### src/common/pcie_tlp_pkg.sv
// PCIe TLP stream package
// Shared widths, beat types and keep encodings for the 64-bit
// core side and the 128-bit TLP stream side of the bridge,
// plus the phase type of the transmit narrower
package pcie_tlp_pkg;

    // --------------------
    // Widths
    // --------------------
    localparam int DW_BITS   = 32;
    localparam int CORE_DW   = 2;
    localparam int TLPS_DW   = 4;
    localparam int BAR_HIT_W = 7;

    // --------------------
    // Beat types
    // --------------------

    // Core side, one 64-bit beat with byte keep
    typedef logic [CORE_DW*DW_BITS-1:0]   core_data_t;
    typedef logic [CORE_DW*DW_BITS/8-1:0] core_keep_t;

    // TLP stream side, one 128-bit beat with dword keep
    typedef logic [TLPS_DW*DW_BITS-1:0]   tlps_data_t;
    typedef logic [TLPS_DW-1:0]           tlps_keepdw_t;

    typedef logic [BAR_HIT_W-1:0]         bar_hit_t;

    // --------------------
    // Keep encodings
    // --------------------

    // Low dword only
    localparam core_keep_t KEEP_ONE_DW = 8'h0f;
    // Both dwords
    localparam core_keep_t KEEP_TWO_DW = 8'hff;

    // Narrower phase, which half of the TLP beat is on the core bus
    typedef enum logic {
        NARROW_LOW,
        NARROW_HIGH
    } narrow_phase_e;

endpackage

### src/verilog/pcie_reset_ctrl.sv
// PCIe reset and LED control
// Combines the system, user, PERST and software reset requests
// into the subsystem and core resets, and blinks the link LED
// from a free-running tick counter while the link is down
`timescale 1ns/1ps

module pcie_reset_ctrl #(
    parameter int LED_BLINK_BIT = 25
) (
    input  logic clk_pcie,
    input  logic rst,
    input  logic pcie_perst_n,
    input  logic link_up,
    input  logic rst_user,
    input  logic rst_subsys_req,
    input  logic rst_core_req,
    output logic rst_subsys,
    output logic rst_core,
    output logic led_state
);

    // Only bits up to the blink bit matter
    logic [LED_BLINK_BIT:0] tick_count;

    // --------------------
    // Reset trees
    // --------------------

    // Subsystem logic behind the core
    assign rst_subsys = rst || rst_user || rst_subsys_req;

    // Hard core, PERST is active low
    assign rst_core = rst || !pcie_perst_n || rst_core_req;

    // --------------------
    // Tick counter and LED
    // --------------------

    always_ff @(posedge clk_pcie) begin
        if (rst) begin
            tick_count <= '0;
        end else begin
            tick_count <= tick_count + 1'b1;
        end
    end

    // Solid when link is up, blinking otherwise
    assign led_state = link_up || tick_count[LED_BLINK_BIT];

endmodule

### src/tlp_stream/tlp_rx_widen.sv
// TLP receive widener
// Packs 64-bit core receive beats into 128-bit TLP beats with a
// per-dword keep, first/last marks and the BAR-hit field. A beat
// is emitted the cycle after the core beat that fills it past two
// dwords or that ends the TLP. There is no back-pressure
`timescale 1ns/1ps

module tlp_rx_widen (
    input  logic                       clk_pcie,
    input  logic                       rst_subsys,
    input  logic                       rx_valid,
    input  logic                       rx_last,
    input  pcie_tlp_pkg::core_data_t   rx_data,
    input  pcie_tlp_pkg::core_keep_t   rx_keep,
    input  pcie_tlp_pkg::bar_hit_t     rx_bar_hit,
    output pcie_tlp_pkg::tlps_data_t   tlps_rx_data,
    output pcie_tlp_pkg::tlps_keepdw_t tlps_rx_keepdw,
    output logic                       tlps_rx_first,
    output logic                       tlps_rx_last,
    output logic                       tlps_rx_valid,
    output pcie_tlp_pkg::bar_hit_t     tlps_rx_bar_hit
);

    // Count holds 0 up to a full TLP beat
    localparam int CNT_W     = $clog2(pcie_tlp_pkg::TLPS_DW + 1);
    localparam int CORE_BITS = pcie_tlp_pkg::DW_BITS * pcie_tlp_pkg::CORE_DW;
    // First byte keep bit of the upper core dword
    localparam int KEEP_HI_BIT = pcie_tlp_pkg::DW_BITS / 8;

    pcie_tlp_pkg::tlps_data_t buf_data;
    pcie_tlp_pkg::bar_hit_t   bar_hit_q;
    logic [CNT_W-1:0]         dw_count;
    logic [CNT_W-1:0]         next_base;
    logic [CNT_W-1:0]         next_count;
    logic                     first_q;
    logic                     last_q;
    logic                     emit;

    // --------------------
    // Emit and offset
    // --------------------

    // Full enough, or end of TLP
    assign emit = last_q || (dw_count > CNT_W'(pcie_tlp_pkg::CORE_DW));

    // A beat taken while emitting starts over at dword 0
    assign next_base  = emit ? '0 : dw_count;
    assign next_count = next_base + (rx_keep[KEEP_HI_BIT] ? CNT_W'(2) : CNT_W'(1));

    // --------------------
    // Control state
    // --------------------

    always_ff @(posedge clk_pcie) begin
        if (rst_subsys) begin
            dw_count <= '0;
            first_q  <= 1'b1;
            last_q   <= 1'b0;
        end else if (rx_valid) begin
            dw_count <= next_count;
            last_q   <= rx_last;
            // Next TLP begins after an emitted last beat
            if (emit) begin
                first_q <= last_q;
            end
        end else if (emit) begin
            dw_count <= '0;
            last_q   <= 1'b0;
            first_q  <= last_q;
        end
    end

    // --------------------
    // Beat buffer
    // --------------------

    always_ff @(posedge clk_pcie) begin
        if (rx_valid) begin
            buf_data[next_base*pcie_tlp_pkg::DW_BITS +: CORE_BITS] <= rx_data;
            bar_hit_q <= rx_bar_hit;
        end
    end

    // Dword n kept when count is above n
    always_comb begin
        for (int n = 0; n < pcie_tlp_pkg::TLPS_DW; n++) begin
            tlps_rx_keepdw[n] = (dw_count > CNT_W'(n));
        end
    end

    assign tlps_rx_data    = buf_data;
    assign tlps_rx_first   = first_q;
    assign tlps_rx_last    = last_q;
    assign tlps_rx_valid   = emit;
    assign tlps_rx_bar_hit = bar_hit_q;

endmodule

### src/tlp_stream/tlp_tx_narrow.sv
// TLP transmit narrower
// Splits each 128-bit TLP beat into one or two 64-bit core beats.
// The low half goes first; the high half follows only when dword 2
// is kept. The input beat is consumed when its final half transfers,
// and everything holds while the core is not ready
`timescale 1ns/1ps

module tlp_tx_narrow (
    input  logic                       clk_pcie,
    input  logic                       rst,
    input  pcie_tlp_pkg::tlps_data_t   tlps_tx_data,
    input  pcie_tlp_pkg::tlps_keepdw_t tlps_tx_keepdw,
    input  logic                       tlps_tx_last,
    input  logic                       tlps_tx_valid,
    input  logic                       tx_ready,
    output logic                       tlps_tx_ready,
    output pcie_tlp_pkg::core_data_t   tx_data,
    output pcie_tlp_pkg::core_keep_t   tx_keep,
    output logic                       tx_last,
    output logic                       tx_valid
);

    localparam int CORE_BITS = pcie_tlp_pkg::DW_BITS * pcie_tlp_pkg::CORE_DW;

    pcie_tlp_pkg::narrow_phase_e phase;
    logic                        xfer;
    logic                        has_high;
    logic                        final_half;

    // --------------------
    // Handshake
    // --------------------

    assign tx_valid = tlps_tx_valid;
    assign xfer     = tx_valid && tx_ready;

    // Dword 2 kept means a second core beat
    assign has_high = tlps_tx_keepdw[2];

    assign final_half    = (phase == pcie_tlp_pkg::NARROW_HIGH) || !has_high;
    assign tlps_tx_ready = xfer && final_half;

    // --------------------
    // Phase register
    // --------------------

    always_ff @(posedge clk_pcie) begin
        if (rst) begin
            phase <= pcie_tlp_pkg::NARROW_LOW;
        end else if (xfer) begin
            if (phase == pcie_tlp_pkg::NARROW_LOW && has_high) begin
                phase <= pcie_tlp_pkg::NARROW_HIGH;
            end else begin
                phase <= pcie_tlp_pkg::NARROW_LOW;
            end
        end
    end

    // --------------------
    // Core beat select
    // --------------------

    always_comb begin
        if (phase == pcie_tlp_pkg::NARROW_HIGH) begin
            // Dwords 2 and 3
            tx_data = tlps_tx_data[CORE_BITS +: CORE_BITS];
            tx_keep = tlps_tx_keepdw[3] ? pcie_tlp_pkg::KEEP_TWO_DW
                                        : pcie_tlp_pkg::KEEP_ONE_DW;
            tx_last = tlps_tx_last;
        end else begin
            // Dwords 0 and 1
            tx_data = tlps_tx_data[0 +: CORE_BITS];
            tx_keep = tlps_tx_keepdw[1] ? pcie_tlp_pkg::KEEP_TWO_DW
                                        : pcie_tlp_pkg::KEEP_ONE_DW;
            // Not last if a high half still follows
            tx_last = tlps_tx_last && !has_high;
        end
    end

endmodule

### src/verilog/pcie_tlp_bridge.sv
// PCIe TLP bridge
// Stream path of a small PCIe endpoint. Widens the 64-bit core
// receive stream to 128-bit TLP beats, narrows 128-bit TLP beats
// back to the 64-bit core transmit stream, and builds the reset
// trees and the link LED
`timescale 1ns/1ps

module pcie_tlp_bridge #(
    parameter int LED_BLINK_BIT = 25
) (
    input  logic                       clk_pcie,
    input  logic                       rst,
    input  logic                       pcie_perst_n,
    input  logic                       link_up,
    input  logic                       rst_user,
    input  logic                       rst_subsys_req,
    input  logic                       rst_core_req,

    // Core receive
    input  pcie_tlp_pkg::core_data_t   rx_data,
    input  pcie_tlp_pkg::core_keep_t   rx_keep,
    input  logic                       rx_last,
    input  logic                       rx_valid,
    input  pcie_tlp_pkg::bar_hit_t     rx_bar_hit,

    // TLP receive stream
    output pcie_tlp_pkg::tlps_data_t   tlps_rx_data,
    output pcie_tlp_pkg::tlps_keepdw_t tlps_rx_keepdw,
    output logic                       tlps_rx_first,
    output logic                       tlps_rx_last,
    output logic                       tlps_rx_valid,
    output pcie_tlp_pkg::bar_hit_t     tlps_rx_bar_hit,

    // TLP transmit stream
    input  pcie_tlp_pkg::tlps_data_t   tlps_tx_data,
    input  pcie_tlp_pkg::tlps_keepdw_t tlps_tx_keepdw,
    input  logic                       tlps_tx_last,
    input  logic                       tlps_tx_valid,
    output logic                       tlps_tx_ready,

    // Core transmit
    output pcie_tlp_pkg::core_data_t   tx_data,
    output pcie_tlp_pkg::core_keep_t   tx_keep,
    output logic                       tx_last,
    output logic                       tx_valid,
    input  logic                       tx_ready,

    // Resets and LED
    output logic                       rst_subsys,
    output logic                       rst_core,
    output logic                       led_state
);

    // --------------------
    // Reset and LED
    // --------------------

    pcie_reset_ctrl #(
        .LED_BLINK_BIT  (LED_BLINK_BIT)
    ) u_reset_ctrl (
        .clk_pcie       (clk_pcie),
        .rst            (rst),
        .pcie_perst_n   (pcie_perst_n),
        .link_up        (link_up),
        .rst_user       (rst_user),
        .rst_subsys_req (rst_subsys_req),
        .rst_core_req   (rst_core_req),
        .rst_subsys     (rst_subsys),
        .rst_core       (rst_core),
        .led_state      (led_state)
    );

    // --------------------
    // Receive path
    // --------------------

    // Subsystem reset, also cleared by core user reset
    tlp_rx_widen u_rx_widen (
        .clk_pcie        (clk_pcie),
        .rst_subsys      (rst_subsys),
        .rx_valid        (rx_valid),
        .rx_last         (rx_last),
        .rx_data         (rx_data),
        .rx_keep         (rx_keep),
        .rx_bar_hit      (rx_bar_hit),
        .tlps_rx_data    (tlps_rx_data),
        .tlps_rx_keepdw  (tlps_rx_keepdw),
        .tlps_rx_first   (tlps_rx_first),
        .tlps_rx_last    (tlps_rx_last),
        .tlps_rx_valid   (tlps_rx_valid),
        .tlps_rx_bar_hit (tlps_rx_bar_hit)
    );

    // --------------------
    // Transmit path
    // --------------------

    // Runs on the system reset only
    tlp_tx_narrow u_tx_narrow (
        .clk_pcie       (clk_pcie),
        .rst            (rst),
        .tlps_tx_data   (tlps_tx_data),
        .tlps_tx_keepdw (tlps_tx_keepdw),
        .tlps_tx_last   (tlps_tx_last),
        .tlps_tx_valid  (tlps_tx_valid),
        .tx_ready       (tx_ready),
        .tlps_tx_ready  (tlps_tx_ready),
        .tx_data        (tx_data),
        .tx_keep        (tx_keep),
        .tx_last        (tx_last),
        .tx_valid       (tx_valid)
    );

endmodule

### config.mk
export PLATFORM = sky130hd
export DESIGN_NAME = pcie_tlp_bridge
export DESIGN_NICKNAME = d
export VERILOG_FILES = /design/src/common/pcie_tlp_pkg.sv /design/src/verilog/pcie_reset_ctrl.sv /design/src/tlp_stream/tlp_rx_widen.sv /design/src/tlp_stream/tlp_tx_narrow.sv /design/src/verilog/pcie_tlp_bridge.sv
export SDC_FILE = /design/constraint.sdc
export NUM_CORES = 1
export LEC_CHECK = 0
export BUFFER_PORTS_ARGS = -buffer_cell sky130_fd_sc_hd__buf_4
export CORE_AREA = 2 2 173 175
export CTS_BUF_LIST = sky130_fd_sc_hd__clkbuf_8
export DETAILED_ROUTE_END_ITERATION = 10
export DIE_AREA = 0 0 175 177
export GPL_TIMING_DRIVEN = 0
export SLEW_MARGIN = 10
export SYNTH_ARGS = -nofsm -noshare
export SYNTH_HDL_FRONTEND = slang
export SYNTH_SLANG_ARGS = --single-unit
### constraint.sdc
create_clock -name clk_pcie -period 4.94 [get_ports clk_pcie]
set_input_delay 0.741 -clock clk_pcie [delete_from_list [all_inputs] [get_ports clk_pcie]]
set_output_delay 0.741 -clock clk_pcie [all_outputs]
set_load 0.03 [all_outputs]
==> run metrics, run 1 <==
Core ar.=29200 um^2; share of synthesized registers carrying an async set or reset=0%; Num CTS Buffers=17; grt ovf=0; Mapped Area=7950 um^2; mux share of post-synthesis cell area=9.35%; # rows=63; Max-Cap Viols=0; Mapped Avg Cell Area=12.0 um^2; Synth cell types=46; vias in the first global route=6932; fin. max-slew vios=0; fmax=243 MHz; total track usage=20.9%; pre-CTS WS=660 ps; worst path required time=5110 ps; CTS resizes=0; first-pass GRT wire length=46300 um; Top FF cell, synth=edfxtp_1; Min Clock Period, post-route=4120 ps; via count=7218; clock root buffer=clkbuf_8; placed cell count=1490; run status=completed; Tcrit/Tclk final=83.4%; Fin Clk Skew=18.1 ps; first-pass iteration count of the detailed router=5; Worst Path Max Fanout=14; vias per cell=4.74; Final nets=1348; Leak=4.82 nW; CTS tree=built; VDD IR-drop max=0.150 mV; final worst slack=819 ps; Die Height=177 um; WL final=33200 um; H-tree level count=4; EDFF count, synth=135; DRC Markers=0; Finished Layout Cells=1523; # IOs=443; Sink Count=167; Crit Path Class=flip-flop to flip-flop; GP Congestion=0.839; sequential-to-total area share from yosys stat=59.1%; WL/cell=21.8 um; simple-gate share of the synthesized area=15.0%; Final HPWL DP=26800 um; Worst Hold Class=input port to flip-flop; clock buffer depth=2; Ys Warns=0; largest net degree at the start of global routing=27; initial core utilization=27.2%; post-synthesis compound-gate area fraction=10.7%; hold_buf cts=0; Critical Path AT=4300 ps; DR iter-0 viols=395; commonest cells after routing, fill and taps aside=buf_4 (438), edfxtp_1 (135), nand2_1 (78), mux2_2 (66), a21oi_1 (47); Rel. slew slack=47.3%; layout cells sized above 1=49.8%; Post-CTS Setup Bufs=0; endpoint type of the worst setup path=flip-flop; Synth Area in Adders=1.04%; Final Setup Violations=0; Routed Antenna Nets=0; Seq cells post-synth=167; Worst-Margin Slew=790 ps; RSZ-0062 raised after global routing=false; port bufs=430; Die W=175 um; CTS clk-pin slew, worst paths=90 ps; initial antenna violation count=3; die area=31000 um^2; XOR/XNOR Fraction of Synth Area=1.32%; PwrDens=266 nW/um^2; Clock Latency Late Sink=470 ps; Area Growth Syn to Fin=53.8%; Gate Count Post-Synth=661; most common cell after layout, fill and taps aside=buf_4; largest family of logic cells by synthesized area=simple AND/OR/NAND/NOR gates; final hold vios=0; CP Launch Type=flip-flop
registers in the layout (all words and copies together) (netlist names):
name                        cells
u_rx_widen.tlps_rx_last         1
u_tx_narrow.phase               1
u_rx_widen.tlps_rx_data       128
u_rx_widen.tlps_rx_first        1
u_reset_ctrl.tick_count        26
u_rx_widen.dw_count             3
u_rx_widen.tlps_rx_bar_hit      7
synthesized netlist by cell type (4+ instances only):
cell      number  area (um^2)
o21ai_0        5         25.0
xor2_1         8         70.1
nand4_1        6         37.5
nor2b_1       36          225
nor2_1        20         75.1
edfxtp_1     135         4050
xnor2_1        4         35.0
buf_4          8         60.1
buf_2          9         45.0
and2_1        33          206
inv_1          6         22.5
or3_1          5         31.3
a21oi_1       47          235
mux2_2        66          743
ha_1           5         62.6
nand2_1       78          293
dfxtp_1       32          641
nand3_1       12         60.1
a22o_1        32          280
a22oi_1       33          248
and3_1         4         25.0
or4_1          7         52.6
o31ai_1        7         52.6
buf_1          6         22.5
clkbuf_1      32          120
worst paths after layout:
| path | from | endpoint | slack [ps] | cells after the start |
|---|---|---|---|---|
| setup / recovery | u_rx_widen.tlps_rx_last | u_rx_widen.tlps_rx_data[91] | 820 | 10 |
| hold / removal | rx_bar_hit[0] | u_rx_widen.tlps_rx_bar_hit[0] | 450 | 1 |
| setup reg to reg | u_rx_widen.tlps_rx_last | u_rx_widen.tlps_rx_data[91] | 820 | 10 |
| hold reg to reg | u_reset_ctrl.tick_count[0] | u_reset_ctrl.tick_count[0] | 480 | 1 |
cell type report:
cell class / count / area (um^2)
Antenna cell: 2 / 5.00
Clock buffer: 17 / 234
Sequential cell: 167 / 4690
Inverter: 7 / 26.3
Tap cell: 390 / 488
Buffer: 55 / 248
Clock inverter: 14 / 176
Fill cell: 2804 / 17000
Timing Repair Buffer: 435 / 3330
Multi-Input combinational cell: 436 / 3020
through the flow:
step	setup TNS [ps]	util, %	total power, mW	instance area [um^2]	hold WS, ps
after floorplan	0	-	1.89	7970	426
after global placement	-100690	39.9	2.24	11700	446
after detailed placement	0	40.4	2.25	11800	460
after CTS	0	41.8	3.28	12200	418
after global routing	0	41.8	3.36	12200	415
final	0	41.8	3.25	12200	453
critical path, stage by stage (launching register included):
cell and delay, ps:
dfxtp_1 380, nor4b_4 620, inv_2 240, buf_1 370, ha_1 310, ha_1 260, clkbuf_1 340, nand3b_1 320
nor3b_4 550, buf_8 250, buf_16 170
cell families after synthesis:
| kind of cell | Yosys count |
|---|---|
| adders and majority gates | 6 |
| xor gates and xnor gates | 12 |
| and+or+nand+nor | 222 |
| other | 1 |
| buffers and inverters | 62 |
| DFF | 167 |
| muxes | 66 |
| AOI/OAI and AO/OA | 125 |
where the power goes:
| group | switching, mW | internal, mW |
|---|---|---|
| clock | 0.538 | 0.504 |
| combinational | 0.363 | 0.287 |
| sequential | 0.00979 | 1.55 |
| total | 0.910 | 2.34 |
routing by layer:
layer,wire [um],GRT usage (%)
met1,12100,22.9
met2,17200,37.1
met3,2820,6.81
met4,1130,8.51
met5,0,0
Power figures use the tool's default switching activity.
==> inputs of run 2 (changes only) <==
clock period = 3.65 ns   (was 4.94 ns; I/O delays follow)
==> run 2 against run 1 <==
  * First-iteration DRC count rose by 29%
  * Die area stayed put
  * Sequential power increased by 35%
  * Cell area increased by 0.58%
  * Critical path depth rose by 2
  * Register-to-register slack worse by 560 ps
  * Non-clock buffer count increased by 6
  * Sequential share of layout area fell by 0.22 points
  * Via count down 0.93%
  * Clock skew fell by 2.8 ps
  * Total power up 34%
  * Setup slack got worse by 560 ps
  * Critical endpoint is now u_rx_widen.tlps_rx_data[30]
==> run metrics, run 2 (synthesis results as in run 1) <==
run status=completed; r2r setup slk=260 ps (-560 ps); Core ar.=29200 um^2 (unchanged); Sink Count=167 (unchanged); Leak=4.85 nW (+0.76%); hold_buf cts=0 (unchanged); crit-path max cell delay=440 ps (-180 ps); H-tree level count=4 (unchanged); die area=31000 um^2 (unchanged); VDD IR-drop max=0.189 mV (+26%); fin. max-slew vios=0 (unchanged); Clock Latency Late Sink=460 ps (about the same); Die Height=177 um (unchanged); Final HPWL DP=27500 um (+2.7%); Routed Antenna Nets=0 (unchanged); via count=7151 (-0.93%); Final nets=1354 (+0.45%); final hold vios=0 (unchanged); CP Launch Type=flip-flop; R2R Path Start=u_rx_widen.dw_count[2]; Critical Path AT=3550 ps (-750 ps); # fillers=2825 (+0.75%); Hold Path End=u_rx_widen.tlps_rx_bar_hit[4]; Num CTS Buffers=17 (unchanged); clock buffer depth=2 (unchanged); first-pass GRT wire length=46800 um (+1.0%); fmax=295 MHz (+22%); Fin Clk Skew=15.4 ps (-2.76 ps); Tcrit/Tclk final=92.8% (+9.4 points); initial core utilization=27.2% (unchanged); largest net degree at the start of global routing=29 (+7.4%); Slowest cell on crit path=dfxtp_1; clock root buffer=clkbuf_8; overall power=4.36 mW (+34%); Hold Path Depth=1 (unchanged); final worst slack=262 ps (-557 ps); HP Start=rx_bar_hit[4]; antenna cells=0 (-2); layout cells sized above 1=49.9% (+0.13 points); crit-path leading delay family=buffers and inverters; Rel. slew slack=51.3% (+4.0 points); Buffers & Inverters on Critical Path=7 (+2); vias in the first global route=6940 (+0.12%); Die W=175 um (unchanged); crit-path cells=nor4b_4, buf_4, inv_2, buf_4, ha_1, ha_1, clkbuf_1, and4b_1, clkbuf_4, clkbuf_4, and3_4, buf_12; WL final=33700 um (+1.4%); pre-CTS WS=-516 ps (-1180 ps); DRC Markers=0 (unchanged); total track usage=21.2% (+0.34 points); Worst Path Max Fanout=28 (+14); RSZ-0062 raised after global routing=false; most common cell after layout, fill and taps aside=buf_4; initial antenna violation count=0 (-3); number of flip-flops in the largest register=128 (unchanged); first-pass iteration count of the detailed router=5 (unchanged); Max-Cap Viols=0 (unchanged); Design Area, Final=12300 um^2 (+0.58%); r2r endpoint=u_rx_widen.tlps_rx_data[30]; Worst Hold Class=input port to flip-flop; CTS tree=built; Final Setup Violations=0 (unchanged); Area Growth Syn to Fin=54.7%; # IOs=443 (unchanged); Crit Path Class=flip-flop to flip-flop; Placed Area=11800 um^2 (about the same); PwrDens=354 nW/um^2 (+33%); hold slack=249 ps (-204 ps); CTS clk-pin slew, worst paths=90 ps (about the same); # rows=63 (unchanged); endpoint type of the worst setup path=flip-flop; port bufs=430 (unchanged); WL/cell=22.1 um (+1.0%); GP Congestion=0.862 (+2.7%); commonest cells after routing, fill and taps aside=buf_4 (444), edfxtp_1 (135), nand2_1 (78), mux2_2 (66), a21oi_1 (47); Min Clock Period, post-route=3390 ps (-733 ps); vias per cell=4.68 (-1.3%); Worst-Margin Slew=730 ps (-60.4 ps); R2R depth=12 (+2); grt ovf=0 (unchanged); DR iter-0 viols=509 (+29%); worst path required time=3810 ps (-1300 ps)
-- run 2: cell types whose count changed in the layout (fill, tap and decap cells not counted), moves of 2 or more --
cell      before  now
buf_4        438  444
inv_6          3    1
buf_2          9    7
clkinv_1       0    5
clkbuf_4       0    2
diode_2        2    0
-- run 2: worst max path at each step --
| stage | start | end | depth (start not counted) |
|---|---|---|---|
| 2_1_floorplan | u_rx_widen.tlps_rx_last | u_rx_widen.tlps_rx_data[0] | 10 |
| 4_1_cts | u_rx_widen.dw_count[2] | u_rx_widen.tlps_rx_data[16] | 12 |
| 5_1_grt | u_rx_widen.dw_count[2] | u_rx_widen.tlps_rx_data[14] | 12 |
| 3_3_place_gp | u_rx_widen.tlps_rx_last | u_rx_widen.tlps_rx_data[112] | 9 |
| 3_5_place_dp | u_rx_widen.tlps_rx_last | u_rx_widen.tlps_rx_data[104] | 10 |
| 6_report | u_rx_widen.dw_count[2] | u_rx_widen.tlps_rx_data[30] | 12 |
-- run 2: layer usage --
layer	wire length, um	global-route usage, %
met1	12500	23.8
met2	17300	37.5
met3	2830	7.02
met4	1060	7.81
met5	0	0
-- run 2: where the power goes --
part / switching (mW) / leakage, nW / internal, mW / total (mW)
combinational: 0.491 / 3.24 / 0.394 / 0.885
sequential: 0.0127 / 1.43 / 2.09 / 2.11
clock: 0.702 / 0.189 / 0.664 / 1.37
-- run 2: final cells by class --
class / count / area [um^2] / share of cell area [%]
timing repair buffer: 442 / 3420 / 27.8
clock buffer: 17 / 234 / 1.90
tap: 390 / 488 / 3.97
multi-input combinational: 436 / 3020 / 24.6
sequential: 167 / 4690 / 38.2
inverter: 7 / 26.3 / 0.214
buffer: 54 / 253 / 2.06
clock inverter: 15 / 159 / 1.29
-- run 2: repair_timing --
action	4_1_cts	5_1_grt
setup buffers	6	1
resized for setup	2	3
cloned	0	0
endpoints found under the setup margin	179	50
pin swaps	3	0
-- run 2: stage by stage --
stage / setup TNS (ps) / instances / util, %
floorplan: 0 / 665 / -
global placement: -156970 / 1485 / 40.0
detailed placement: -50430 / 1490 / 40.4
CTS: 0 / 1527 / 41.9
global route: 0 / 1528 / 42.0
finish: 0 / 1528 / 42.0
